## src/rtl/ulpb_macros.svh

```systemverilog
`ifndef ULPB_MACROS_SVH
`define ULPB_MACROS_SVH

// Bus timing in cycles of CLK_EXT.

// cycles between a bus request and the first gated clock.
`define ULPB_START_CYCLES 10

// cycles spent in interrupt before the role-switch pattern is honoured.
`define ULPB_INTERRUPT_CYCLES 6

// Register widths.

// width of the bus state encoding.
`define ULPB_STATE_W 4

// width of both countdown counters.
`define ULPB_COUNT_W 4

`endif
```

## src/rtl/ulpb_pkg.sv

```systemverilog
`include "ulpb_macros.svh"

package ulpb_pkg;

	// Bus states of the controller.
	// The encoding is kept sparse, so codes 10, 13, 14 and 15 are unused.
	typedef enum logic [`ULPB_STATE_W-1:0]
	{
		BUS_IDLE            = 4'd0,
		BUS_WAIT_START      = 4'd1,
		BUS_ARBITRATE       = 4'd2,
		BUS_PRIO            = 4'd3,
		BUS_ACTIVE          = 4'd4,
		BUS_INTERRUPT       = 4'd5,
		BUS_SWITCH_ROLE     = 4'd6,
		BUS_LEAVE_INTERRUPT = 4'd7,
		BUS_CONTROL0        = 4'd8,
		BUS_CONTROL1        = 4'd9,
		BUS_BACK_TO_IDLE    = 4'd11,
		BUS_IDLE_ARBI       = 4'd12
	} bus_state_t;

endpackage

```

## src/rtl/ulpb_ctrl.sv

```systemverilog
`timescale 1ns/1ps

module ulpb_ctrl
	import ulpb_pkg::*;
(
	input  logic CLK_EXT,
	input  logic RESETn,
	input  logic CLKIN,
	input  logic DIN,
	output logic CLKOUT,
	output logic DOUT
);

	bus_state_t bus_state;
	logic       clk_en;
	logic       clkin_low;
	logic       switch_pattern;

	ulpb_line_sampler u_sampler
	(
		.CLK_EXT        (CLK_EXT),
		.RESETn         (RESETn),
		.CLKIN          (CLKIN),
		.DIN            (DIN),
		.bus_state      (bus_state),
		.clkin_low      (clkin_low),
		.switch_pattern (switch_pattern)
	);

	ulpb_sequencer u_sequencer
	(
		.CLK_EXT        (CLK_EXT),
		.RESETn         (RESETn),
		.DIN            (DIN),
		.clkin_low      (clkin_low),
		.switch_pattern (switch_pattern),
		.bus_state      (bus_state),
		.clk_en         (clk_en)
	);

	ulpb_line_driver u_driver
	(
		.CLK_EXT   (CLK_EXT),
		.RESETn    (RESETn),
		.DIN       (DIN),
		.bus_state (bus_state),
		.clk_en    (clk_en),
		.CLKOUT    (CLKOUT),
		.DOUT      (DOUT)
	);

endmodule

```

## src/rtl/ulpb_line_driver.sv

```systemverilog
`timescale 1ns/1ps

module ulpb_line_driver
	import ulpb_pkg::*;
(
	input  logic       CLK_EXT,
	input  logic       RESETn,
	input  logic       DIN,
	input  bus_state_t bus_state,
	input  logic       clk_en,
	output logic       CLKOUT,
	output logic       DOUT
);

	bus_state_t state_neg;

	// DOUT moves half a cycle after the state, on the falling edge.
	always_ff @(negedge CLK_EXT or negedge RESETn)
	begin
		if (!RESETn)
		begin
			state_neg <= BUS_IDLE;
		end
		else
		begin
			state_neg <= bus_state;
		end
	end

	assign CLKOUT = clk_en ? CLK_EXT : 1'b1;  // the ring idles high.

	always_comb
	begin
		case (state_neg)
			BUS_IDLE,
			BUS_WAIT_START,
			BUS_IDLE_ARBI,
			BUS_ARBITRATE,
			BUS_BACK_TO_IDLE:
			begin
				DOUT = 1'b1;
			end

			BUS_INTERRUPT:
			begin
				DOUT = CLK_EXT;  // signature that tells the nodes of the interrupt.
			end

			default:
			begin
				DOUT = DIN;
			end
		endcase
	end

endmodule

```

## src/rtl/ulpb_sequencer.sv

```systemverilog
`timescale 1ns/1ps

`include "ulpb_macros.svh"

module ulpb_sequencer
	import ulpb_pkg::*;
(
	input  logic       CLK_EXT,
	input  logic       RESETn,
	input  logic       DIN,
	input  logic       clkin_low,
	input  logic       switch_pattern,
	output bus_state_t bus_state,
	output logic       clk_en
);

	localparam logic [`ULPB_COUNT_W-1:0] START_LOAD =
		`ULPB_COUNT_W'(`ULPB_START_CYCLES - 1);
	localparam logic [`ULPB_COUNT_W-1:0] INTERRUPT_LOAD =
		`ULPB_COUNT_W'(`ULPB_INTERRUPT_CYCLES - 1);

	bus_state_t              next_state;
	logic                    next_clk_en;
	logic [`ULPB_COUNT_W-1:0] start_cnt;
	logic [`ULPB_COUNT_W-1:0] next_start_cnt;
	logic [`ULPB_COUNT_W-1:0] int_cnt;
	logic [`ULPB_COUNT_W-1:0] next_int_cnt;

	always_ff @(posedge CLK_EXT or negedge RESETn)
	begin
		if (!RESETn)
		begin
			bus_state <= BUS_IDLE;
		end
		else
		begin
			bus_state <= next_state;
		end
	end

	// Changes only on a rising edge, while CLK_EXT is high,
	// so the gated clock never sees a short pulse.
	always_ff @(posedge CLK_EXT or negedge RESETn)
	begin
		if (!RESETn)
		begin
			clk_en <= 1'b0;
		end
		else
		begin
			clk_en <= next_clk_en;
		end
	end

	always_ff @(posedge CLK_EXT or negedge RESETn)
	begin
		if (!RESETn)
		begin
			start_cnt <= START_LOAD;
		end
		else
		begin
			start_cnt <= next_start_cnt;
		end
	end

	always_ff @(posedge CLK_EXT or negedge RESETn)
	begin
		if (!RESETn)
		begin
			int_cnt <= INTERRUPT_LOAD;
		end
		else
		begin
			int_cnt <= next_int_cnt;
		end
	end

	always_comb
	begin
		next_state     = bus_state;
		next_clk_en    = clk_en;
		next_start_cnt = start_cnt;
		next_int_cnt   = int_cnt;

		case (bus_state)
			BUS_IDLE:
			begin
				next_start_cnt = START_LOAD;  // armed for the next request.
				if (!DIN)
				begin
					next_state = BUS_WAIT_START;
				end
			end

			BUS_WAIT_START:
			begin
				if (start_cnt != '0)
				begin
					next_start_cnt = start_cnt - 1'b1;
				end
				else
				begin
					next_clk_en = 1'b1;
					next_state  = BUS_ARBITRATE;
				end
			end

			BUS_IDLE_ARBI:
			begin
				next_state = BUS_ARBITRATE;  // clock is still running here.
			end

			BUS_ARBITRATE:
			begin
				next_state = BUS_PRIO;
			end

			BUS_PRIO:
			begin
				next_state = BUS_ACTIVE;
			end

			BUS_ACTIVE:
			begin
				next_int_cnt = INTERRUPT_LOAD;
				if (clkin_low)
				begin
					next_clk_en = 1'b0;
					next_state  = BUS_INTERRUPT;
				end
			end

			BUS_INTERRUPT:
			begin
				if (int_cnt != '0)
				begin
					next_int_cnt = int_cnt - 1'b1;
				end
				else if (switch_pattern)
				begin
					next_clk_en = 1'b1;
					next_state  = BUS_SWITCH_ROLE;
				end
			end

			BUS_SWITCH_ROLE:
			begin
				next_state = BUS_LEAVE_INTERRUPT;
			end

			BUS_LEAVE_INTERRUPT:
			begin
				next_state = BUS_CONTROL0;
			end

			BUS_CONTROL0:
			begin
				next_state = BUS_CONTROL1;
			end

			BUS_CONTROL1:
			begin
				next_state = BUS_BACK_TO_IDLE;
			end

			BUS_BACK_TO_IDLE:
			begin
				// A node already holding DIN low skips the start wait.
				if (!DIN)
				begin
					next_state = BUS_IDLE_ARBI;
				end
				else
				begin
					next_clk_en = 1'b0;
					next_state  = BUS_IDLE;
				end
			end

			default:
			begin
				next_clk_en = 1'b0;
				next_state  = BUS_IDLE;
			end
		endcase
	end

endmodule

```

## src/rtl/ulpb_line_sampler.sv

```systemverilog
`timescale 1ns/1ps

module ulpb_line_sampler
	import ulpb_pkg::*;
(
	input  logic       CLK_EXT,
	input  logic       RESETn,
	input  logic       CLKIN,
	input  logic       DIN,
	input  bus_state_t bus_state,
	output logic       clkin_low,
	output logic       switch_pattern
);

	logic       in_interrupt;
	logic [2:0] din_neg;
	logic [2:0] din_pos;

	assign in_interrupt = (bus_state == BUS_INTERRUPT);

	// An interrupting node pulls CLKIN low while the clock is high.
	// The sample is taken on the falling edge so that the sequencer
	// sees a settled level on the next rising edge.
	always_ff @(negedge CLK_EXT or negedge RESETn)
	begin
		if (!RESETn)
		begin
			clkin_low <= 1'b0;
		end
		else
		begin
			clkin_low <= ~CLKIN;
		end
	end

	// the high half of each clock cycle.
	always_ff @(negedge CLK_EXT or negedge RESETn)
	begin
		if (!RESETn)
		begin
			din_neg <= 3'b000;
		end
		else if (in_interrupt)
		begin
			din_neg <= {din_neg[1:0], DIN};
		end
	end

	// the low half of each clock cycle.
	always_ff @(posedge CLK_EXT or negedge RESETn)
	begin
		if (!RESETn)
		begin
			din_pos <= 3'b000;
		end
		else if (in_interrupt)
		begin
			din_pos <= {din_pos[1:0], DIN};
		end
	end

	// The role switch shows DIN toggling in step with CLK_EXT for three cycles.
	assign switch_pattern = (din_neg == 3'b111) && (din_pos == 3'b000);

endmodule

```

## config.mk

```make
export PLATFORM = sky130hd
export DESIGN_NAME = ulpb_ctrl
export DESIGN_NICKNAME = d
export VERILOG_FILES = /design/src/rtl/ulpb_pkg.sv /design/src/rtl/ulpb_ctrl.sv /design/src/rtl/ulpb_line_driver.sv /design/src/rtl/ulpb_sequencer.sv /design/src/rtl/ulpb_line_sampler.sv
export VERILOG_INCLUDE_DIRS = /design/src /design/src/rtl
export SDC_FILE = /design/constraint.sdc
export NUM_CORES = 1
export LEC_CHECK = 0
export BUFFER_PORTS_ARGS = -buffer_cell sky130_fd_sc_hd__buf_4
export CORE_ASPECT_RATIO = 1.2
export CORE_MARGIN = 3
export CORE_UTILIZATION = 55
export CTS_CLUSTER_SIZE = 40
export DETAILED_ROUTE_END_ITERATION = 12
export GPL_TIMING_DRIVEN = 1
export PLACE_DENSITY_LB_ADDON = 0.05
export SLEW_MARGIN = 20
export SYNTH_ARGS = -nofsm -noshare
export SYNTH_HDL_FRONTEND = slang
export SYNTH_SLANG_ARGS = --single-unit
```

## constraint.sdc

```tcl
create_clock -name CLK_EXT -period 2.2 [get_ports CLK_EXT]
set_input_delay 0.44 -clock CLK_EXT [delete_from_list [all_inputs] [get_ports CLK_EXT]]
set_output_delay 0.44 -clock CLK_EXT [all_outputs]
set_load 0.005 [all_outputs]
```

Word-level counts from Yosys, hierarchy flattened:

Index checks and enable logic that the tools add are counted.
Widths: inputs -> output; s select.

* add/sub/neg operators: 2
* equality and inequality tests: 25
* mux-type cells: 19
* bitwise operators: 2
* reductions and logical operators: 14

Operators with widths (number)
* $pmux 4 s12: 1
* $mux 4: 8
* $eq 4x4->1 const B: 6
* $eq 4x3->1 const B: 5
* $pmux 4 s2: 2
* $eq 4x2->1 const B: 3
* $ne 2x2->1 const B: 6
* $eq 4x1->1 const B: 2
* $logic_not 4->1: 2
* $reduce_bool 4->1: 2
* $reduce_or 8->1: 1
* $sub 4x1->4 const B: 2
* $mux 1: 6
* $reduce_and 6->1: 1
* $pmux 1 s5: 1
* $reduce_and 5->1: 1
* $reduce_or 5->1: 1
* $ne 2x1->1 const B: 2
* $reduce_and 2->1: 2
* $reduce_bool 2->1: 2
* $eq 3x3->1 const B: 1
* $logic_not 3->1: 1
* $not 1->1: 2
* $pmux 1 s2: 1
* $logic_and 1x1->1: 1

* bits in registers: 24
* input port bits: 4
* output and inout port bits: 2
* word-level logic and storage cells: 70

Longest topological paths before layout:

Gate-level depths: netlist of the first run.

* word-level depth: 5
* mapped depth: 7
* mapped depth without buffers: 6

Hierarchy:

Synthesis of the first run repeated with hierarchy kept, for this count alone.

* cells, all modules: 114
* area, all modules: 1271.2 um2

By module, submodules not included
* ulpb_sequencer: instances 1, cells an instance 84, area each 802.0 um2, seq. area each 330.3 um2
* ulpb_line_sampler: instances 1, cells an instance 18, area each 306.5 um2, seq. area each 175.2 um2
* ulpb_line_driver: instances 1, cells an instance 12, area each 162.7 um2, seq. area each 100.1 um2

==> impl_metrics.csv, run 1 <==
group,metric,value,unit
outcome,outcome,"finished with violations",
outcome,violations,"setup timing",
final_layout,nNetsFinal,157,
worst_setup_path,critPathCaptureType,"output pin",
die,core.rowCount,18,
synth,syn_avg_cell_area,9.70,um^2
worst_setup_path,cp.required,1760,ps
worst_setup_path,crit_family,"flip-flops",
worst_setup_path,critPathBufInv,3,
worst_setup_path,crit_path_max_fanout,2,
worst_setup_path,worstSetupStartpointType,"register",
synth,synthFlopType,"dfrtp_1",
clock_tree,clk_transition_reported_paths,130,ps
global_routing,grt_pass1_vias,1051,
timing,fin_ws,-863,ps
synth,synth_most_common_cell,"nand2_1",
synth,syn_inst,127,
route,vias,1002,
route,drt_iter0_markers,33,
power,p_per_area,1540,nW/um^2
die,die_w,49.2,um
worst_setup_path,worstSetupPathType,"register to output pin",
global_routing,grt_util_all_layers,0.202,
clock_tree,cts_tree,"done",
final_layout,area_delta_synth_final,22.8,%
worst_setup_path,cp_common_cell,"buf_4",
global_routing,antenna_found_initial,0,
timing,rsz0062_at_grt,"yes",
timing,slew_headroom,0.567,
timing,finalHoldViolations,0,
placed_design,gp_congestion,0.720,
route,dr.pass1.iters,4,
worst_setup_path,arrival,2620,ps
placed_design,hpwl,1.67,mm
power,p_leak,0.000683,uW
global_routing,grt_max_degree,25,
synth,yosysUniqueCellTypes,40,
final_layout,post-route-util,0.723,
worst_setup_path,crit_slowest_cell,"dfrtn_1",
synth,synth_top_cell_area_share,0.244,
worst_setup_path,cpPeakStageDelay,440,ps
synth,synth_edf_count,0,
min_path,min_path_type,"primary input to register",
final_layout,insertedDiodeCount,0,
final_layout,drive_gt1_frac,0.287,
synth,async_flop_share,1.00,
synth,seq_area_frac_synth,0.491,
power,vdd_ir_drop_max,0.856,mV
timing,finClkSkew,12.0,ps
clock_tree,clk_latency,430,ps
synth,synth.net_count,134,
route,drc,0,
global_routing,globalRouteOverflowTotal,0,
synth,netlist_area,1230,um^2
flow_run,drv_cap,0,
die,core,2090,um^2
worst_setup_path,crit_path_cell_trace,"buf_4 -> buf_6 -> nand2_1 -> a31oi_1 -> o22a_1 -> buf_4",
route,vias_per_cell,5.57,
die,dieHeight,57.9,um
route,ant_nets,0,
placed_design,port_buffers,5,
route,wl,2.57,mm
timing,worst_slew_pin_slew,642,ps
timing,holdWs,290,ps
die,die-area,2850,um^2
timing,drv_slew,0,
die,ios,6,
timing,finalSetupViolCount,7,
global_routing,grt_first_pass_wirelength,4.25,mm
synth,yosysWarningCount,0,
synth,yosysTopAreaCell,"dfrtp_1",
synth,ys_seq_elements,24,
synth,ys_top_cells_by_area,"dfrtp_1 (24%), dfrtn_1 (16%), dfstp_2 (8.5%), nand2_1 (7.0%), ha_1 (3.0%)",
die,start_util,0.588,
synth,synth_common_cells,"nand2_1 (23), dfrtp_1 (12), dfrtn_1 (8), inv_1 (8), a21oi_1 (7)",
route,wl_per_cell,14.3,um
==> worst register-to-register path, delay by kind of cell (launching register included) <==
kind / cells / cell delay [ps]
compound gates: 2 / 430
flops: 1 / 440
mux: 1 / 330
simple gates: 1 / 200
==> worst paths after layout <==
path,from,endpoint,slack [ps],depth (start not counted)
min in group asynchronous,RESETn,u_sequencer.int_cnt[3],440,2
max in group asynchronous,RESETn,u_sampler.clkin_low,500,2
setup / recovery,u_driver.state_neg[0],DOUT,-860,6
setup reg to reg,u_sampler.din_neg[2],u_sequencer.clk_en,-400,4
hold reg to reg,u_sampler.din_neg[2],u_sampler.din_neg[2],450,2
hold / removal,DIN,u_sampler.din_pos[0],290,3
==> state kept, by name (all words and copies together), names as in the netlist <==
signal,flops
u_sequencer.clk_en,1
u_sampler.din_neg,3
u_sequencer.bus_state,4
u_sequencer.int_cnt,4
u_sequencer.start_cnt,4
u_driver.state_neg,4
u_sampler.din_pos,3
u_sampler.clkin_low,1
==> per-layer routing <==
metal / track usage / vias to the layer above / part of all wire
met5: 0 / - / 0
met4: 0.167 / 0 / 0.030
met3: 0.0540 / 10 / 0.037
met2: 0.341 / 34 / 0.54
met1: 0.211 / 470 / 0.39
li1: - / 488 / -
==> final cells by class <==
type	count	area, um^2
clock buffers	11	75.1
fillers	167	581
repair buffers	18	145
well taps	30	37.5
flip-flops and latches	24	606
inverters	8	30.0
multi-input cells	89	621
==> kinds of logic (layout without fill, tap and decap cells) <==
logic type / after synthesis / count (layout) / synth area share
xor gates and xnor gates: 4 / 4 / 0.0284
muxes: 4 / 4 / 0.0335
adders and majority gates: 3 / 3 / 0.0305
DFF: 24 / 24 / 0.491
and+or+nand+nor: 55 / 55 / 0.229
buffers and inverters: 14 / 37 / 0.0497
AOI/OAI and AO/OA: 23 / 23 / 0.137
==> what timing repair did <==
| item | 4_1_cts | 5_1_grt |
|---|---|---|
| setup endpoints to repair | 7 | 10 |
| hold endpoints to repair | 12 | 0 |
| pin swaps | 1 | 2 |
| gates resized for setup | 4 | 5 |
| setup buffers | 1 | 2 |
| hold buffers | 1 | 0 |
==> report_power, final <==
part	leakage (uW)	switching, uW	internal, uW
Clock	0.0000492	186	202
Combinational	0.000338	554	551
Sequential	0.000296	170	664
Total	0.000683	910	1420
==> cell usage in the layout, fill, tap and decap left out, types with 2 or more instances in the layout <==
master	n
ha_1	3
dfstp_2	4
or4_1	2
clkbuf_1	2
mux2i_1	3
a21oi_1	6
o21ai_0	3
buf_4	17
xnor2_1	2
nand3_1	3
dfrtp_1	12
buf_6	2
inv_1	8
nand2_1	21
xor2_1	2
o22ai_1	3
nor2_1	5
or3_1	2
nand2_2	2
dfrtn_1	8
nor3_1	4
clkbuf_4	7
nand2b_1	4
==> metrics by stage <==
stage	setup slack [ps]	std cells	setup TNS (ps)	total power (uW)	instance area, um^2
floorplan	-309	127	-949	1580	1260
global placement	-382	167	-1280	1830	1380
detailed placement	-415	167	-1360	1870	1380
CTS	-879	178	-1700	2260	1480
global route	-956	180	-2340	2520	1510
finish	-863	180	-1980	2330	1510
No activity file was read; power rests on OpenSTA's default activity.
==> inputs of run 2 (changes only) <==
--- a/config.mk
+++ b/config.mk
@@ -8,7 +8,7 @@
 export LEC_CHECK = 0
 export BUFFER_PORTS_ARGS = -buffer_cell sky130_fd_sc_hd__buf_4
 export CORE_ASPECT_RATIO = 1.2
-export CORE_MARGIN = 3
+export CORE_MARGIN = 1
 export CORE_UTILIZATION = 55
 export CTS_CLUSTER_SIZE = 40
 export DETAILED_ROUTE_END_ITERATION = 12
==> impl_metrics.csv, run 2 (synthesis gave the netlist of run 1 again) <==
group,metric,value,unit
worst_setup_path,cpPeakStageDelay,460,ps
timing,finClkSkew,12.3,ps
timing,drv_slew,0,
die,core.rowCount,18,
power,power,2270,uW
worst_setup_path,regToRegEndpoint,"u_sequencer.clk_en",
clock_tree,clk_transition_reported_paths,120,ps
flow_run,drv_cap,0,
route,wl,2.39,mm
final_layout,area_delta_synth_final,21.6,%
worst_setup_path,worstSetupStartpointType,"register",
placed_design,port_buffers,5,
final_layout,fillCellCount,164,
power,p_per_area,1520,nW/um^2
worst_setup_path,critPathBufInv,1,
worst_setup_path,crit_cells,5,
route,drc,0,
timing,worst_slew_pin_slew,584,ps
timing,finalHoldViolations,0,
worst_setup_path,crit_path_max_fanout,3,
timing,fin_ws,-908,ps
worst_setup_path,rrSetupSlack,-440,ps
min_path,min_path_type,"primary input to register",
timing,tns,-1880,ps
die,start_util,0.588,
final_layout,insertedDiodeCount,0,
worst_setup_path,reg2reg_from,"u_sampler.din_neg[2]",
worst_setup_path,worstSetupPathType,"register to output pin",
route,wl_per_cell,13.3,um
route,drt_iter0_markers,22,
worst_setup_path,worstSetupStartpoint,"u_driver.state_neg[0]",
power,p_leak,0.000674,uW
route,wl_met3,93,um
die,core,2090,um^2
timing,rsz0062_at_grt,"yes",
worst_setup_path,critPathCaptureType,"output pin",
route,dr.pass1.iters,4,
global_routing,antenna_found_initial,0,
power,vdd_ir_drop_max,0.810,mV
die,die-area,2430,um^2
outcome,outcome,"finished with violations",
placed_design,gp_congestion,0.702,
clock_tree,clk_latency,420,ps
worst_setup_path,arrival,2670,ps
global_routing,grt_first_pass_wirelength,3.74,mm
route,top_layer,"met4",
timing,slew_headroom,0.606,
timing,finalSetupViolCount,7,
route,vias,996,
final_layout,post-route-util,0.716,
outcome,violations,"setup timing",
clock_tree,cts_tree,"done",
global_routing,grt_max_degree,25,
global_routing,grt_pass1_vias,900,
route,vias_per_cell,5.56,
route,met2_length,1.30,mm
die,dieHeight,53.9,um
worst_setup_path,crit_path_cell_trace,"mux2i_1 -> o22ai_1 -> a31oi_1 -> o22a_1 -> buf_4",
die,die_w,45.2,um
final_layout,mostFrequentLayoutCells,"nand2_1 (20), buf_4 (16), dfrtp_1 (12)",
route,ant_nets,0,
final_layout,nNetsFinal,156,
final_layout,layout_commonest_cell,"nand2_1",
die,ios,6,
worst_setup_path,crit_family,"flip-flops",
global_routing,globalRouteOverflowTotal,0,
final_layout,drive_gt1_frac,0.282,
worst_setup_path,cp.required,1760,ps
placed_design,hpwl,1.60,mm
timing,holdWs,297,ps
worst_setup_path,crit_slowest_cell,"dfrtn_1",
worst_setup_path,endpoint,"DOUT",
worst_setup_path,reg2regPathDepth,4,
route,m1WireLength,948,um
global_routing,grt_util_all_layers,0.226,
[run 2: area by class of cell]
type / instances / area [um^2] / area share
sequential: 24 / 606 / 0.404
clock buffer: 11 / 75.1 / 0.0501
tap: 30 / 37.5 / 0.0250
multi-input combinational: 89 / 613 / 0.409
timing repair buffer: 17 / 138 / 0.0918
inverter: 8 / 30.0 / 0.0200
[run 2: how the worst min path moves through the flow]
stage,cells past startpoint,to,slack (ps),startpoint
2_1_floorplan,0,u_sampler.din_pos[0],140,RESETn
3_3_place_gp,1,u_sequencer.int_cnt[3],350,RESETn
3_5_place_dp,1,u_sequencer.int_cnt[3],360,RESETn
4_1_cts,3,u_sampler.din_pos[0],290,DIN
5_1_grt,3,u_sampler.din_pos[0],300,DIN
6_report,3,u_sampler.din_pos[0],300,DIN
[run 2: power by group]
part           internal, uW  leakage, uW  switching (uW)
Clock                   201    0.0000492             172
Sequential              664     0.000296             174
Combinational           538     0.000329             524
[run 2: worst min-delay path, delay by kind of cell]
kind / cells / cell delay [ps]
AND/OR/NAND/NOR: 2 / 130
buffers and inverters: 1 / 120
[run 2: what timing repair did]
action / CTS / global route
buffers inserted: 1 / 2
endpoints found under the setup margin: 7 / 10
resized for setup: 3 / 6
pin swaps: 1 / 5
endpoints found under the hold margin: 12 / 0
hold buffers: 1 / 0
cloned: 0 / 0
[run 2: per-stage QoR]
| step | worst slack (ps) | cell area (um^2) | std cells |
|---|---|---|---|
| after global routing | -993 | 1500 | 179 |
| after global placement | -384 | 1380 | 167 |
| final | -908 | 1500 | 179 |
| after floorplan | -309 | 1260 | 127 |
| after CTS | -921 | 1480 | 178 |
| after detailed placement | -445 | 1380 | 167 |
[run 2: per-layer routing]
| metal | global-route usage | vias to the layer above |
|---|---|---|
| met5 | 0 | - |
| met3 | 0.0705 | 7 |
| met2 | 0.360 | 26 |
| met4 | 0.157 | 0 |
| li1 | - | 486 |
| met1 | 0.256 | 477 |
